==> config.mk <==
export PLATFORM = sky130hd
export DESIGN_NAME = sram_test_top
export DESIGN_NICKNAME = d
export VERILOG_FILES = /design/src/hdl/sram_pkg.sv /design/src/hdl/sram_test_top.sv /design/src/hdl/sram_self_test.sv /design/src/hdl/spi_sram_ctrl.sv /design/src/hdl/spi_byte_shifter.sv /design/src/hdl/sync_fifo.sv
export VERILOG_INCLUDE_DIRS = /design/src /design/src/hdl
export SDC_FILE = /design/constraint.sdc
export NUM_CORES = 2
export LEC_CHECK = 0
export ABC_CLOCK_PERIOD_IN_PS = 8100
export BUFFER_PORTS_ARGS = -buffer_cell sky130_fd_sc_hd__buf_2
export CELL_PAD_IN_SITES_DETAIL_PLACEMENT = 1
export CELL_PAD_IN_SITES_GLOBAL_PLACEMENT = 2
export CORE_ASPECT_RATIO = 0.8
export CORE_MARGIN = 5
export CORE_UTILIZATION = 54
export DETAILED_ROUTE_END_ITERATION = 10
export PLACE_DENSITY_LB_ADDON = 0.2
export SLEW_MARGIN = 15
export SYNTH_ARGS = -nofsm -noshare
export SYNTH_HDL_FRONTEND = slang
export SYNTH_SLANG_ARGS = --single-unit
==> constraint.sdc <==
create_clock -name pll_clk -period 8.1 [get_ports pll_clk]
set_clock_uncertainty 0.2 [all_clocks]
set_input_delay 0.81 -clock pll_clk [delete_from_list [all_inputs] [get_ports pll_clk]]
set_output_delay 0.81 -clock pll_clk [all_outputs]
set_load 0.02 [all_outputs]
==> src/hdl/sram_defines.svh <==
`ifndef SRAM_DEFINES_SVH
`define SRAM_DEFINES_SVH

// Words per FIFO, also the longest burst the controller accepts
`define SRAM_FIFO_DEPTH 32

// pll_clk cycles per SCK half period
`define SRAM_SPI_DIV 2

// Serial SRAM command bytes
`define SRAM_CMD_READ  8'h03
`define SRAM_CMD_WRITE 8'h02

`endif
==> src/hdl/sram_pkg.sv <==
package sram_pkg;

    // Data word goes out least significant byte first
    typedef logic [31:0] sram_word_t;

    typedef logic [23:0] sram_addr_t; // Byte address

    typedef enum logic {
        SRAM_OP_WRITE,
        SRAM_OP_READ
    } sram_op_t;

    // Burst command from the self-test to the controller
    typedef struct packed {
        sram_op_t   op;
        sram_addr_t addr;
        logic [5:0] len;    // Words, 1 to 32
    } sram_req_t;

    typedef struct packed {
        logic       pass;
        logic [5:0] err_count;  // Mismatching words of the last run
    } test_result_t;

endpackage

==> src/hdl/sram_test_top.sv <==
`timescale 1ns/1ps

module sram_test_top import sram_pkg::*; (
    input  logic         pll_clk,
    input  logic         rst_n,
    input  logic         start,
    input  sram_addr_t   base_addr,
    input  logic [5:0]   len,
    output logic         busy,
    output logic         done,
    output test_result_t result,
    output logic         cs_n,
    output logic         sck,
    output logic         mosi,
    input  logic         miso
);

    logic       req_valid;
    sram_req_t  req;
    logic       ctrl_done;
    logic       wr_push;
    sram_word_t wr_word;
    logic       rd_pop;
    sram_word_t rd_word;
    logic       rd_empty;
    logic       byte_go;
    logic [7:0] tx_byte;
    logic       last;
    logic       byte_done;
    logic [7:0] rx_byte;

    sram_self_test u_self_test (
        .pll_clk, .rst_n, .start, .base_addr, .len, .busy, .done, .result,
        .req_valid, .req, .ctrl_done, .wr_push, .wr_word, .rd_pop, .rd_word, .rd_empty
    );

    spi_sram_ctrl u_ctrl (
        .pll_clk, .rst_n, .req_valid, .req, .ctrl_done, .wr_push, .wr_word,
        .rd_pop, .rd_word, .rd_empty, .byte_go, .tx_byte, .last, .byte_done, .rx_byte
    );

    spi_byte_shifter u_shifter (
        .pll_clk, .rst_n, .byte_go, .tx_byte, .last, .byte_done, .rx_byte,
        .cs_n, .sck, .mosi, .miso
    );

endmodule

==> src/hdl/sram_self_test.sv <==
`timescale 1ns/1ps

module sram_self_test import sram_pkg::*; (
    input  logic         pll_clk,
    input  logic         rst_n,
    input  logic         start,
    input  sram_addr_t   base_addr,
    input  logic [5:0]   len,
    output logic         busy,
    output logic         done,
    output test_result_t result,
    output logic         req_valid,
    output sram_req_t    req,
    input  logic         ctrl_done,
    output logic         wr_push,
    output sram_word_t   wr_word,
    output logic         rd_pop,
    input  sram_word_t   rd_word,
    input  logic         rd_empty
);

    typedef enum logic [2:0] {
        ST_IDLE,
        ST_FILL,
        ST_WRITE,
        ST_WAIT_WR,
        ST_READ,
        ST_CHECK    // Read burst running, words compared as they arrive
    } state_t;

    state_t     state;
    sram_addr_t base_q;
    logic [5:0] len_q;
    logic [5:0] idx;        // Fill index, then compare index
    logic [5:0] err_cnt;

    function automatic sram_word_t pattern(input sram_addr_t base, input logic [5:0] i);
        pattern = {16'hA5A5, base[15:0] + {10'd0, i}};
    endfunction

    assign busy      = (state != ST_IDLE);
    assign wr_push   = (state == ST_FILL);
    assign wr_word   = pattern(base_q, idx);
    assign req_valid = (state == ST_WRITE) || (state == ST_READ);
    assign req.op    = (state == ST_READ) ? SRAM_OP_READ : SRAM_OP_WRITE;
    assign req.addr  = base_q;
    assign req.len   = len_q;
    assign rd_pop    = (state == ST_CHECK) && !rd_empty;

    always_ff @(posedge pll_clk) begin
        if (!rst_n) begin
            state   <= ST_IDLE;
            idx     <= '0;
            err_cnt <= '0;
            done    <= 1'b0;
            result  <= '0;
        end else begin
            done <= 1'b0;
            case (state)
                ST_IDLE: begin
                    if (start) begin
                        idx     <= '0;
                        err_cnt <= '0;
                        result  <= '0;
                        state   <= ST_FILL;
                    end
                end
                ST_FILL: begin
                    idx <= idx + 6'd1;
                    if (idx == len_q - 6'd1) begin
                        state <= ST_WRITE;
                    end
                end
                ST_WRITE: state <= ST_WAIT_WR;
                ST_WAIT_WR: begin
                    if (ctrl_done) begin
                        idx   <= '0;
                        state <= ST_READ;
                    end
                end
                ST_READ: state <= ST_CHECK;
                ST_CHECK: begin
                    if (rd_pop) begin
                        idx <= idx + 6'd1;
                        if (rd_word != pattern(base_q, idx)) begin
                            err_cnt <= err_cnt + 6'd1;
                        end
                    end
                    // Last word lands after the final byte, so the count covers ctrl_done
                    if (idx == len_q) begin
                        done             <= 1'b1;
                        result.pass      <= (err_cnt == 6'd0);
                        result.err_count <= err_cnt;
                        state            <= ST_IDLE;
                    end
                end
                default: state <= ST_IDLE;
            endcase
        end
    end

    always_ff @(posedge pll_clk) begin
        if (state == ST_IDLE && start) begin
            base_q <= base_addr;
            len_q  <= len;
        end
    end

endmodule

==> src/hdl/spi_sram_ctrl.sv <==
`timescale 1ns/1ps
`include "sram_defines.svh"

module spi_sram_ctrl import sram_pkg::*; (
    input  logic       pll_clk,
    input  logic       rst_n,
    input  logic       req_valid,
    input  sram_req_t  req,
    output logic       ctrl_done,
    input  logic       wr_push,
    input  sram_word_t wr_word,
    input  logic       rd_pop,
    output sram_word_t rd_word,
    output logic       rd_empty,
    output logic       byte_go,
    output logic [7:0] tx_byte,
    output logic       last,
    input  logic       byte_done,
    input  logic [7:0] rx_byte
);

    typedef enum logic [1:0] {
        CT_IDLE,
        CT_GO,
        CT_WAIT
    } ctrl_state_t;

    ctrl_state_t state;
    sram_req_t   req_q;
    logic [7:0]  byte_cnt;  // 0 is the command, 1..3 the address, then data
    logic [7:0]  last_idx;
    logic        is_data;
    logic        is_read;
    sram_word_t  wr_head;
    logic        wr_pop;
    logic        rd_push;
    logic [23:0] rd_asm;    // First three bytes of the word being read

    assign last_idx = {req_q.len, 2'b00} + 8'd3;
    assign is_data  = (byte_cnt[7:2] != 6'd0);
    assign is_read  = (req_q.op == SRAM_OP_READ);
    assign byte_go  = (state == CT_GO);
    assign last     = (byte_cnt == last_idx);

    // Head word leaves the FIFO once its fourth byte is handed over
    assign wr_pop  = byte_go && is_data && !is_read && (byte_cnt[1:0] == 2'd3);
    assign rd_push = (state == CT_WAIT) && byte_done && is_data && is_read
                     && (byte_cnt[1:0] == 2'd3);

    always_comb begin
        case (byte_cnt)
            8'd0:    tx_byte = is_read ? `SRAM_CMD_READ : `SRAM_CMD_WRITE;
            8'd1:    tx_byte = req_q.addr[23:16];
            8'd2:    tx_byte = req_q.addr[15:8];
            8'd3:    tx_byte = req_q.addr[7:0];
            default: tx_byte = is_read ? 8'h00 : wr_head[{byte_cnt[1:0], 3'b000} +: 8];
        endcase
    end

    always_ff @(posedge pll_clk) begin
        if (!rst_n) begin
            state     <= CT_IDLE;
            byte_cnt  <= '0;
            ctrl_done <= 1'b0;
        end else begin
            ctrl_done <= 1'b0;
            case (state)
                CT_IDLE: begin
                    if (req_valid) begin
                        byte_cnt <= '0;
                        state    <= CT_GO;
                    end
                end
                CT_GO: state <= CT_WAIT;
                CT_WAIT: begin
                    if (byte_done) begin
                        if (last) begin
                            ctrl_done <= 1'b1;
                            state     <= CT_IDLE;
                        end else begin
                            byte_cnt <= byte_cnt + 8'd1;
                            state    <= CT_GO;
                        end
                    end
                end
                default: state <= CT_IDLE;
            endcase
        end
    end

    always_ff @(posedge pll_clk) begin
        if (state == CT_IDLE && req_valid) begin
            req_q <= req;
        end
        if ((state == CT_WAIT) && byte_done && is_data && is_read) begin
            rd_asm <= {rx_byte, rd_asm[23:8]};  // LSB arrives first
        end
    end

    sync_fifo #(
        .payload_t (sram_word_t),
        .DEPTH     (`SRAM_FIFO_DEPTH)
    ) u_wr_fifo (
        .pll_clk   (pll_clk),
        .rst_n     (rst_n),
        .push      (wr_push),
        .push_data (wr_word),
        .pop       (wr_pop),
        .pop_data  (wr_head),
        .empty     (),
        .full      ()
    );

    sync_fifo #(
        .payload_t (sram_word_t),
        .DEPTH     (`SRAM_FIFO_DEPTH)
    ) u_rd_fifo (
        .pll_clk   (pll_clk),
        .rst_n     (rst_n),
        .push      (rd_push),
        .push_data ({rx_byte, rd_asm}),
        .pop       (rd_pop),
        .pop_data  (rd_word),
        .empty     (rd_empty),
        .full      ()
    );

endmodule

==> src/hdl/spi_byte_shifter.sv <==
`timescale 1ns/1ps
`include "sram_defines.svh"

// SPI mode 0 byte engine: sample miso on SCK rise, change mosi on SCK fall
module spi_byte_shifter (
    input  logic       pll_clk,
    input  logic       rst_n,
    input  logic       byte_go,
    input  logic [7:0] tx_byte,
    input  logic       last,
    output logic       byte_done,
    output logic [7:0] rx_byte,
    output logic       cs_n,
    output logic       sck,
    output logic       mosi,
    input  logic       miso
);

    localparam int DW = $clog2(`SRAM_SPI_DIV + 1);

    logic          active;
    logic [DW-1:0] div_cnt;
    logic [2:0]    bit_cnt;
    logic          last_q;
    logic          tick;      // SCK edge due this cycle
    logic          start_byte;
    logic [7:0]    tx_sr;
    logic [7:0]    rx_sr;

    assign start_byte = byte_go && !active;
    assign tick       = active && (div_cnt == DW'(`SRAM_SPI_DIV - 1));

    // Done on the cycle of the eighth falling edge, rx_sr already holds the byte
    assign byte_done = tick && sck && (bit_cnt == 3'd7);
    assign rx_byte   = rx_sr;

    always_ff @(posedge pll_clk) begin
        if (!rst_n) begin
            active  <= 1'b0;
            div_cnt <= '0;
            bit_cnt <= '0;
            last_q  <= 1'b0;
            cs_n    <= 1'b1;
            sck     <= 1'b0;
            mosi    <= 1'b0;
        end else if (start_byte) begin
            active  <= 1'b1;
            div_cnt <= '0;
            bit_cnt <= '0;
            last_q  <= last;
            cs_n    <= 1'b0;        // Stays low from the first byte of a burst
            mosi    <= tx_byte[7];
        end else if (active) begin
            if (tick) begin
                div_cnt <= '0;
                sck     <= !sck;
                if (sck) begin      // Falling edge
                    bit_cnt <= bit_cnt + 3'd1;
                    if (bit_cnt == 3'd7) begin
                        active <= 1'b0;
                        cs_n   <= last_q;
                    end else begin
                        mosi <= tx_sr[6];
                    end
                end
            end else begin
                div_cnt <= div_cnt + 1'b1;
            end
        end
    end

    always_ff @(posedge pll_clk) begin
        if (start_byte) begin
            tx_sr <= tx_byte;
        end else if (tick && sck) begin
            tx_sr <= {tx_sr[6:0], 1'b0};
        end
        if (tick && !sck) begin
            rx_sr <= {rx_sr[6:0], miso};    // MSB first
        end
    end

endmodule

==> src/hdl/sync_fifo.sv <==
`timescale 1ns/1ps

// Circular buffer with show-ahead output, DEPTH must be a power of two
module sync_fifo #(
    parameter type payload_t = logic [31:0],
    parameter int  DEPTH     = 32
) (
    input  logic     pll_clk,
    input  logic     rst_n,
    input  logic     push,
    input  payload_t push_data,
    input  logic     pop,
    output payload_t pop_data,
    output logic     empty,
    output logic     full
);

    localparam int AW = $clog2(DEPTH);

    payload_t    mem [DEPTH];
    logic [AW:0] wr_ptr;  // Extra bit tells full from empty
    logic [AW:0] rd_ptr;

    assign empty    = (wr_ptr == rd_ptr);
    assign full     = (wr_ptr[AW] != rd_ptr[AW]) && (wr_ptr[AW-1:0] == rd_ptr[AW-1:0]);
    assign pop_data = mem[rd_ptr[AW-1:0]];

    always_ff @(posedge pll_clk) begin
        if (!rst_n) begin
            wr_ptr <= '0;
            rd_ptr <= '0;
        end else begin
            if (push && !full) begin
                wr_ptr <= wr_ptr + 1'b1;
            end
            if (pop && !empty) begin
                rd_ptr <= rd_ptr + 1'b1;
            end
        end
    end

    always_ff @(posedge pll_clk) begin
        if (push && !full) begin
            mem[wr_ptr[AW-1:0]] <= push_data;
        end
    end

endmodule

== Yosys cells after proc, flatten, opt, wreduce, memory -nomap -nowiden ==
Memory sizes are Yosys's and may differ from the RTL's. A register that Yosys moved wholly into a read port is not among the register bits.
Cells that the tools add are included.

* Register bits after elaboration: 168
* RAM bits: 1,536
* Input bits: 34
* Output and inout bits: 12
* Logic and storage cells: 189
* Memories: 2

{| class="wikitable"
|+ Memory list
! name !! depth !! bits a word !! rd ports !! clocked after Yosys merged registers in !! write ports !! line !! text
|-
| u_ctrl.u_rd_fifo.mem || 32 || 32 || 1 || 1 || 1 || sync_fifo.sv:20 || <nowiki>payload_t mem [DEPTH];</nowiki>
|-
| u_ctrl.u_wr_fifo.mem || 32 || 16 || 1 || 1 || 1 || sync_fifo.sv:20 ||
|}

* Add/sub/neg operators: 12
* Equal/unequal tests: 33
* Shifts and indexed selects: 1
* Muxes and demuxes: 55
* Bitwise gates (word level): 2
* Reduce and logical (&&, ||, !) cells: 56

{| class="wikitable"
|+ Operators with widths
! operator !! count
|-
| $add 6x1->6 const B || 6
|-
| $mux 8 || 4
|-
| $ne 32x32->1 || 1
|-
| $pmux 8 s4 || 1
|-
| $shiftx 32x6->8 || 1
|-
| $mux 6 || 5
|-
| $mux 7 || 4
|-
| $eq 6x6->1 || 4
|-
| $mux 1 || 24
|-
| $pmux 6 s4 || 1
|-
| $reduce_and 4->1 || 6
|-
| $logic_and 1x1->1 || 21
|-
| $mux 5 || 4
|-
| $pmux 3 s6 || 1
|-
| $add 16x6->16 || 1
|-
| $eq 8x2->1 const B || 2
|-
| $pmux 8 s2 || 1
|-
| $pmux 7 s2 || 1
|-
| $reduce_bool 2->1 || 7
|-
| $mux 3 || 4
|-
| $pmux 6 s2 || 1
|-
| $reduce_and 3->1 || 4
|-
| $eq 5x5->1 || 2
|-
| $ne 2x1->1 const B || 5
|-
| 28 further kinds || 48
|}

== Logic depth before layout (Yosys ltp) ==
* Word-level depth: 11
* Gate-level depth with buffers: 15
* Mapped depth without buffers: 12

== Cells and area by module ==
Synthesis repeated with hierarchy kept, for this count alone.

* Cells, all modules: 4,609
* Area total of the unflattened synthesis: 86,900.8 sq um

{| class="wikitable"
|+ Modules (own cells, without submodules)
! module !! times used !! cells an instance !! area an instance (sq um) !! seq. area each (sq um)
|-
| sync_fifo at u_ctrl.u_rd_fifo || 1 || 2,313 || 40,582.7 || 31,089.8
|-
| sync_fifo at u_ctrl.u_wr_fifo || 1 || 1,664 || 39,046.2 || 31,089.8
|-
| sram_self_test || 1 || 372 || 3,520.9 || 1,361.3
|-
| spi_sram_ctrl || 1 || 184 || 2,767.7 || 1,871.8
|-
| spi_byte_shifter || 1 || 76 || 983.4 || 650.6
|}

== Worst setup path before layout ==
OpenSTA, ideal clock, no wires.

* Path type: register to register
* Start point: reg u_self_test.state[2]
* End point: reg u_ctrl.byte_cnt[7]
* Arrival: 5.121 ns
* Data required time: 7.830 ns
* Setup slack: 2.709 ns
* Cell stages (with the launch flop): 10
* Path buffers: 1
* Clock period less this slack: 5.391 ns
* Cells stage by stage: dfxtp_1 clkbuf_1 xnor2_1 nor4_1 nor2_1 a21oi_1 and2_1 nand3_1 or3_1 a21oi_1

* Word-level cells in the longest chain between the ends: 4

{| class="wikitable"
|+ Ends and longest elaborated chain
! what !! line !! text
|-
| start: declaration || sram_self_test.sv:31 || <nowiki>state_t state;</nowiki>
|-
| start signal: assignment || sram_self_test.sv:52 || <nowiki>state <= ST_IDLE;</nowiki>
|-
| start signal: assignment || sram_self_test.sv:65 || <nowiki>state <= ST_FILL;</nowiki>
|-
| start signal: assignment || sram_self_test.sv:71 || <nowiki>state <= ST_WRITE;</nowiki>
|-
| $eq 3x2->1 / $eq 3x3->1 (equally long branches) || sram_self_test.sv:44 || <nowiki>assign req_valid = (state == ST_WRITE) || (state == ST_READ);</nowiki>
|-
| $logic_or 1x1->1 * || sram_self_test.sv:44 ||
|-
| $ne 2x1->1 (no source line) * || - ||
|-
| $reduce_and 4->1 (no source line) * || - ||
|-
| end signal: assignment || spi_sram_ctrl.sv:81 || <nowiki>byte_cnt <= byte_cnt + 8'd1;</nowiki>
|-
| end: declaration || spi_sram_ctrl.sv:30 || <nowiki>logic [7:0] byte_cnt;</nowiki>
|}

Mark *: on every way between the ends. The rest lies on a longest branch, timed or not.
A chain may end at the register's enable or synchronous reset.

==> impl_metrics.toml <==
[power_and_ir_drop]
ir_drop_mv = 0.210
power_leakage_uw = 0.0225
combPwrFrac_pct = 1.2
power_uw = 17500
switchingPower_uw = 3440
seqPwrFrac_pct = 55.3
power.density_mw_per_mm2 = 240
switching_share_pct = 19.7
p_int_uw = 14100
clock_power_share_pct = 43.5

[placement]
gp_congestion = 0.928
hpwlAfterDp_mm = 105
io_buffer_count = 45

[timing]
finalCritPeriodShare_pct = 63.5
period_needed_ps = 5140
report.final.slew_viol_count = 0
setup_tns_ps = 0
rsz0062_at_grt = "no"
finalSetupViolCount = 0
slew_headroom_pct = 15.5
timing_hold_violations_final = 0
fmax_ghz = 0.195
tightest_slew_ps = 1250

[yosys]
ys_ff_latch = 1714
synth_area_leaders = "edfxtp_1, mux4_2, dfxtp_1, mux2i_1, nor2_1"
synth.most_common_cell = "edfxtp_1"
synthTopCellsByCount = "edfxtp_1, mux4_2, nor2_1, nand2_1, mux2i_1"
yosysUniqueCellTypes = 79
syn_inst = 3202
postSynthAreaPerCell_um2 = 20.1
synthesis.nets = 3263
synth_top_area_cell = "edfxtp_1"
synth_top_area_share_pct = 76.3
synthFlopType = "edfxtp_1"
ys_seq_area_share_pct = 78.7
ys_warn_count = 0
synth_edf_count = 1636
ys_async_sr_fraction_pct = 0
synth_area_mm2 = 0.0644

[critical_path]
cpMostUsedCell = "buf_4"
start_kind = "flop"
crit_buf_inv = 2
critPathMaxStageDelay_ps = 810
end_kind = "flop"
crit_family = "simple AND/OR/NAND/NOR gates"
critPathRequiredTime_ps = 8530
crit_type = "flop to flop"
arrival_ps = 5570
crit_slowest_cell = "nor4_4"
crit_path_max_fanout = 25
path_cells = "buf_4, buf_4, and2_1, a221oi_1, o21ai_0, o21a_1, a21oi_1, nor3b_1, nand4_1, nor4_4, nand3b_2, o32ai_2"

[status]
status = "complete, no violations"

[layout]
fillers = 9795
final_layout_size_suffix_gt1_share_pct = 20.8
fin_nets = 3488
syn2layout_area_growth_pct = 13.3
regArea_mm2 = 0.0507
multiInputGateArea_mm2 = 0.0133

[clock_network]
clockRootBuffer = "clkbuf_16"
h-tree-depth = 4
cts.clk_slew.worst_paths_ps = 60
cts.sink_count = 1714
clk_path_buf_depth = 3
cts_tree = "yes"
cts_made_buffers = 163
clk_latency_ps = 790

[grt]
grt_pass1_vias = 34000
antenna_found_initial = 10
grt_max_degree = 85
grt_usage_pct = 27.7
top_usage_layer = "met1"
use_met1_pct = 41.4
grt_overflow = 0
use_met2_pct = 40.7
grt_util_met3_pct = 8.23
grt_pass1_wl_mm = 249

[drt]
detail-route-antenna-nets = 0
drt-wirelength-per-cell_um = 34.1
drc = 0
wl_mm = 174
vias = 33100
drt-initial-drc-count = 4117
viasPerCell = 6.47
drt_pass1_iterations = 5

[floorplanning]
dieArea_mm2 = 0.126
core-area_mm2 = 0.119
die_x_um = 396
ios = 46
rows = 113
start_util_pct = 54.3
die_y_um = 319

[worst_hold_path]
hp-class = "input pin to flop"

[flow_run]
drv_cap = 0
## metrics by stage
stage,area [um^2],worst slack [ps],hold slack [ps],utilization [%],cells
floorplan,64400,2710,200,-,3202
global placement,67100,3250,207,56.6,4769
detailed placement,67200,3180,206,56.6,4772
CTS,72800,3150,106,61.3,5100
global route,73000,2830,123,61.5,5111
finish,73000,2960,155,61.5,5113
## per-layer routing
| metal | up-vias | wire length [um] |
|---|---|---|
| li1 | 13500 | - |
| met5 | - | 41 |
| met1 | 17700 | 74100 |
| met4 | 6 | 3720 |
| met3 | 217 | 18000 |
| met2 | 1677 | 78500 |
## cell usage in the layout, fill, tap and decap left out, types with 45 or more instances in the layout
cell type	synthesis	layout
nor4bb_1	57	56
mux4_2	258	258
a21oi_1	63	62
nand2_1	124	124
dfxtp_1	78	70
nand3_1	64	64
nor2_1	174	137
mux2i_1	107	107
buf_2	33	45
clkbuf_16	0	167
edfxtp_1	1636	1636
buf_4	12	93
## kinds of logic after synthesis
kind of cell | synth area share, %
AOI/OAI and AO/OA | 2.56
DFF | 78.7
and+or+nand+nor | 5.11
muxes | 10.8
buffers and inverters | 1.15
xor gates and xnor gates | 1.12
adders and majority gates | 0.536
## power by group through the flow
stage               Clock, uW  Combinational [uW]  Sequential (uW)
floorplan                   0                97.0             9850
CTS                      7730                 205             9670
global placement            0                 181             9860
detailed placement          0                 191             9860
finish                   7610                 205             9670
global route             8180                 218             9660
## layout make-up
cell class	instances	area share (%)
diodes	2	0.00686
clock inverters	94	1.32
flip-flops and latches	1714	69.5
repair buffers	188	2.22
multi-input cells	1334	18.3
clock buffers	203	5.92
inverters	26	0.134
well taps	1552	2.66
## registers in the layout, summed over array words and instances (netlist names), 2 cells and up, named ones only
| signal | flops |
|---|---|
| u_self_test.len_q | 6 |
| u_self_test.state | 3 |
| u_ctrl.state | 2 |
| u_shifter.tx_sr | 7 |
| u_shifter.rx_byte | 8 |
| u_self_test.base_q | 24 |
| u_ctrl.u_rd_fifo.mem | 1024 |
| u_ctrl.u_wr_fifo.wr_ptr | 6 |
| u_ctrl.u_wr_fifo.mem | 512 |
| u_self_test.idx | 6 |
| u_ctrl.u_wr_fifo.rd_ptr | 6 |
| u_ctrl.req_q | 30 |
| u_shifter.div_cnt | 2 |
| u_ctrl.u_rd_fifo.wr_ptr | 6 |
| u_self_test.err_cnt | 6 |
| u_ctrl.u_rd_fifo.rd_ptr | 6 |
| u_shifter.bit_cnt | 3 |
| u_self_test.result | 7 |
| u_ctrl.byte_cnt | 8 |
| u_ctrl.rd_asm | 24 |
## worst register-to-register path: cells and delay by family, from the launching register on
family          cells  cell delay [ps]
simple gates        5             2340
compound gates      5              920
buf+inv             2              890
flops               1              660
## final timing paths
path / to / depth (start not counted) / from / slack, ps
min reg2reg: u_ctrl.req_q[25] / 0 / u_self_test.base_q[19] / 220
max reg2reg: u_self_test.err_cnt[1] / 12 / flop / 2960
max: u_self_test.err_cnt[1] / 12 / flop / 2960
min: u_self_test.state[0] / 2 / start / 150
## what timing repair did
item | in CTS | in global routing
hold buffers | 31 | 0
setup buffers | 0 | 0
endpoints found under the hold margin | 31 | 0
gates resized for setup | 0 | 0
Note: power is estimated with default switching activity, not from simulation.
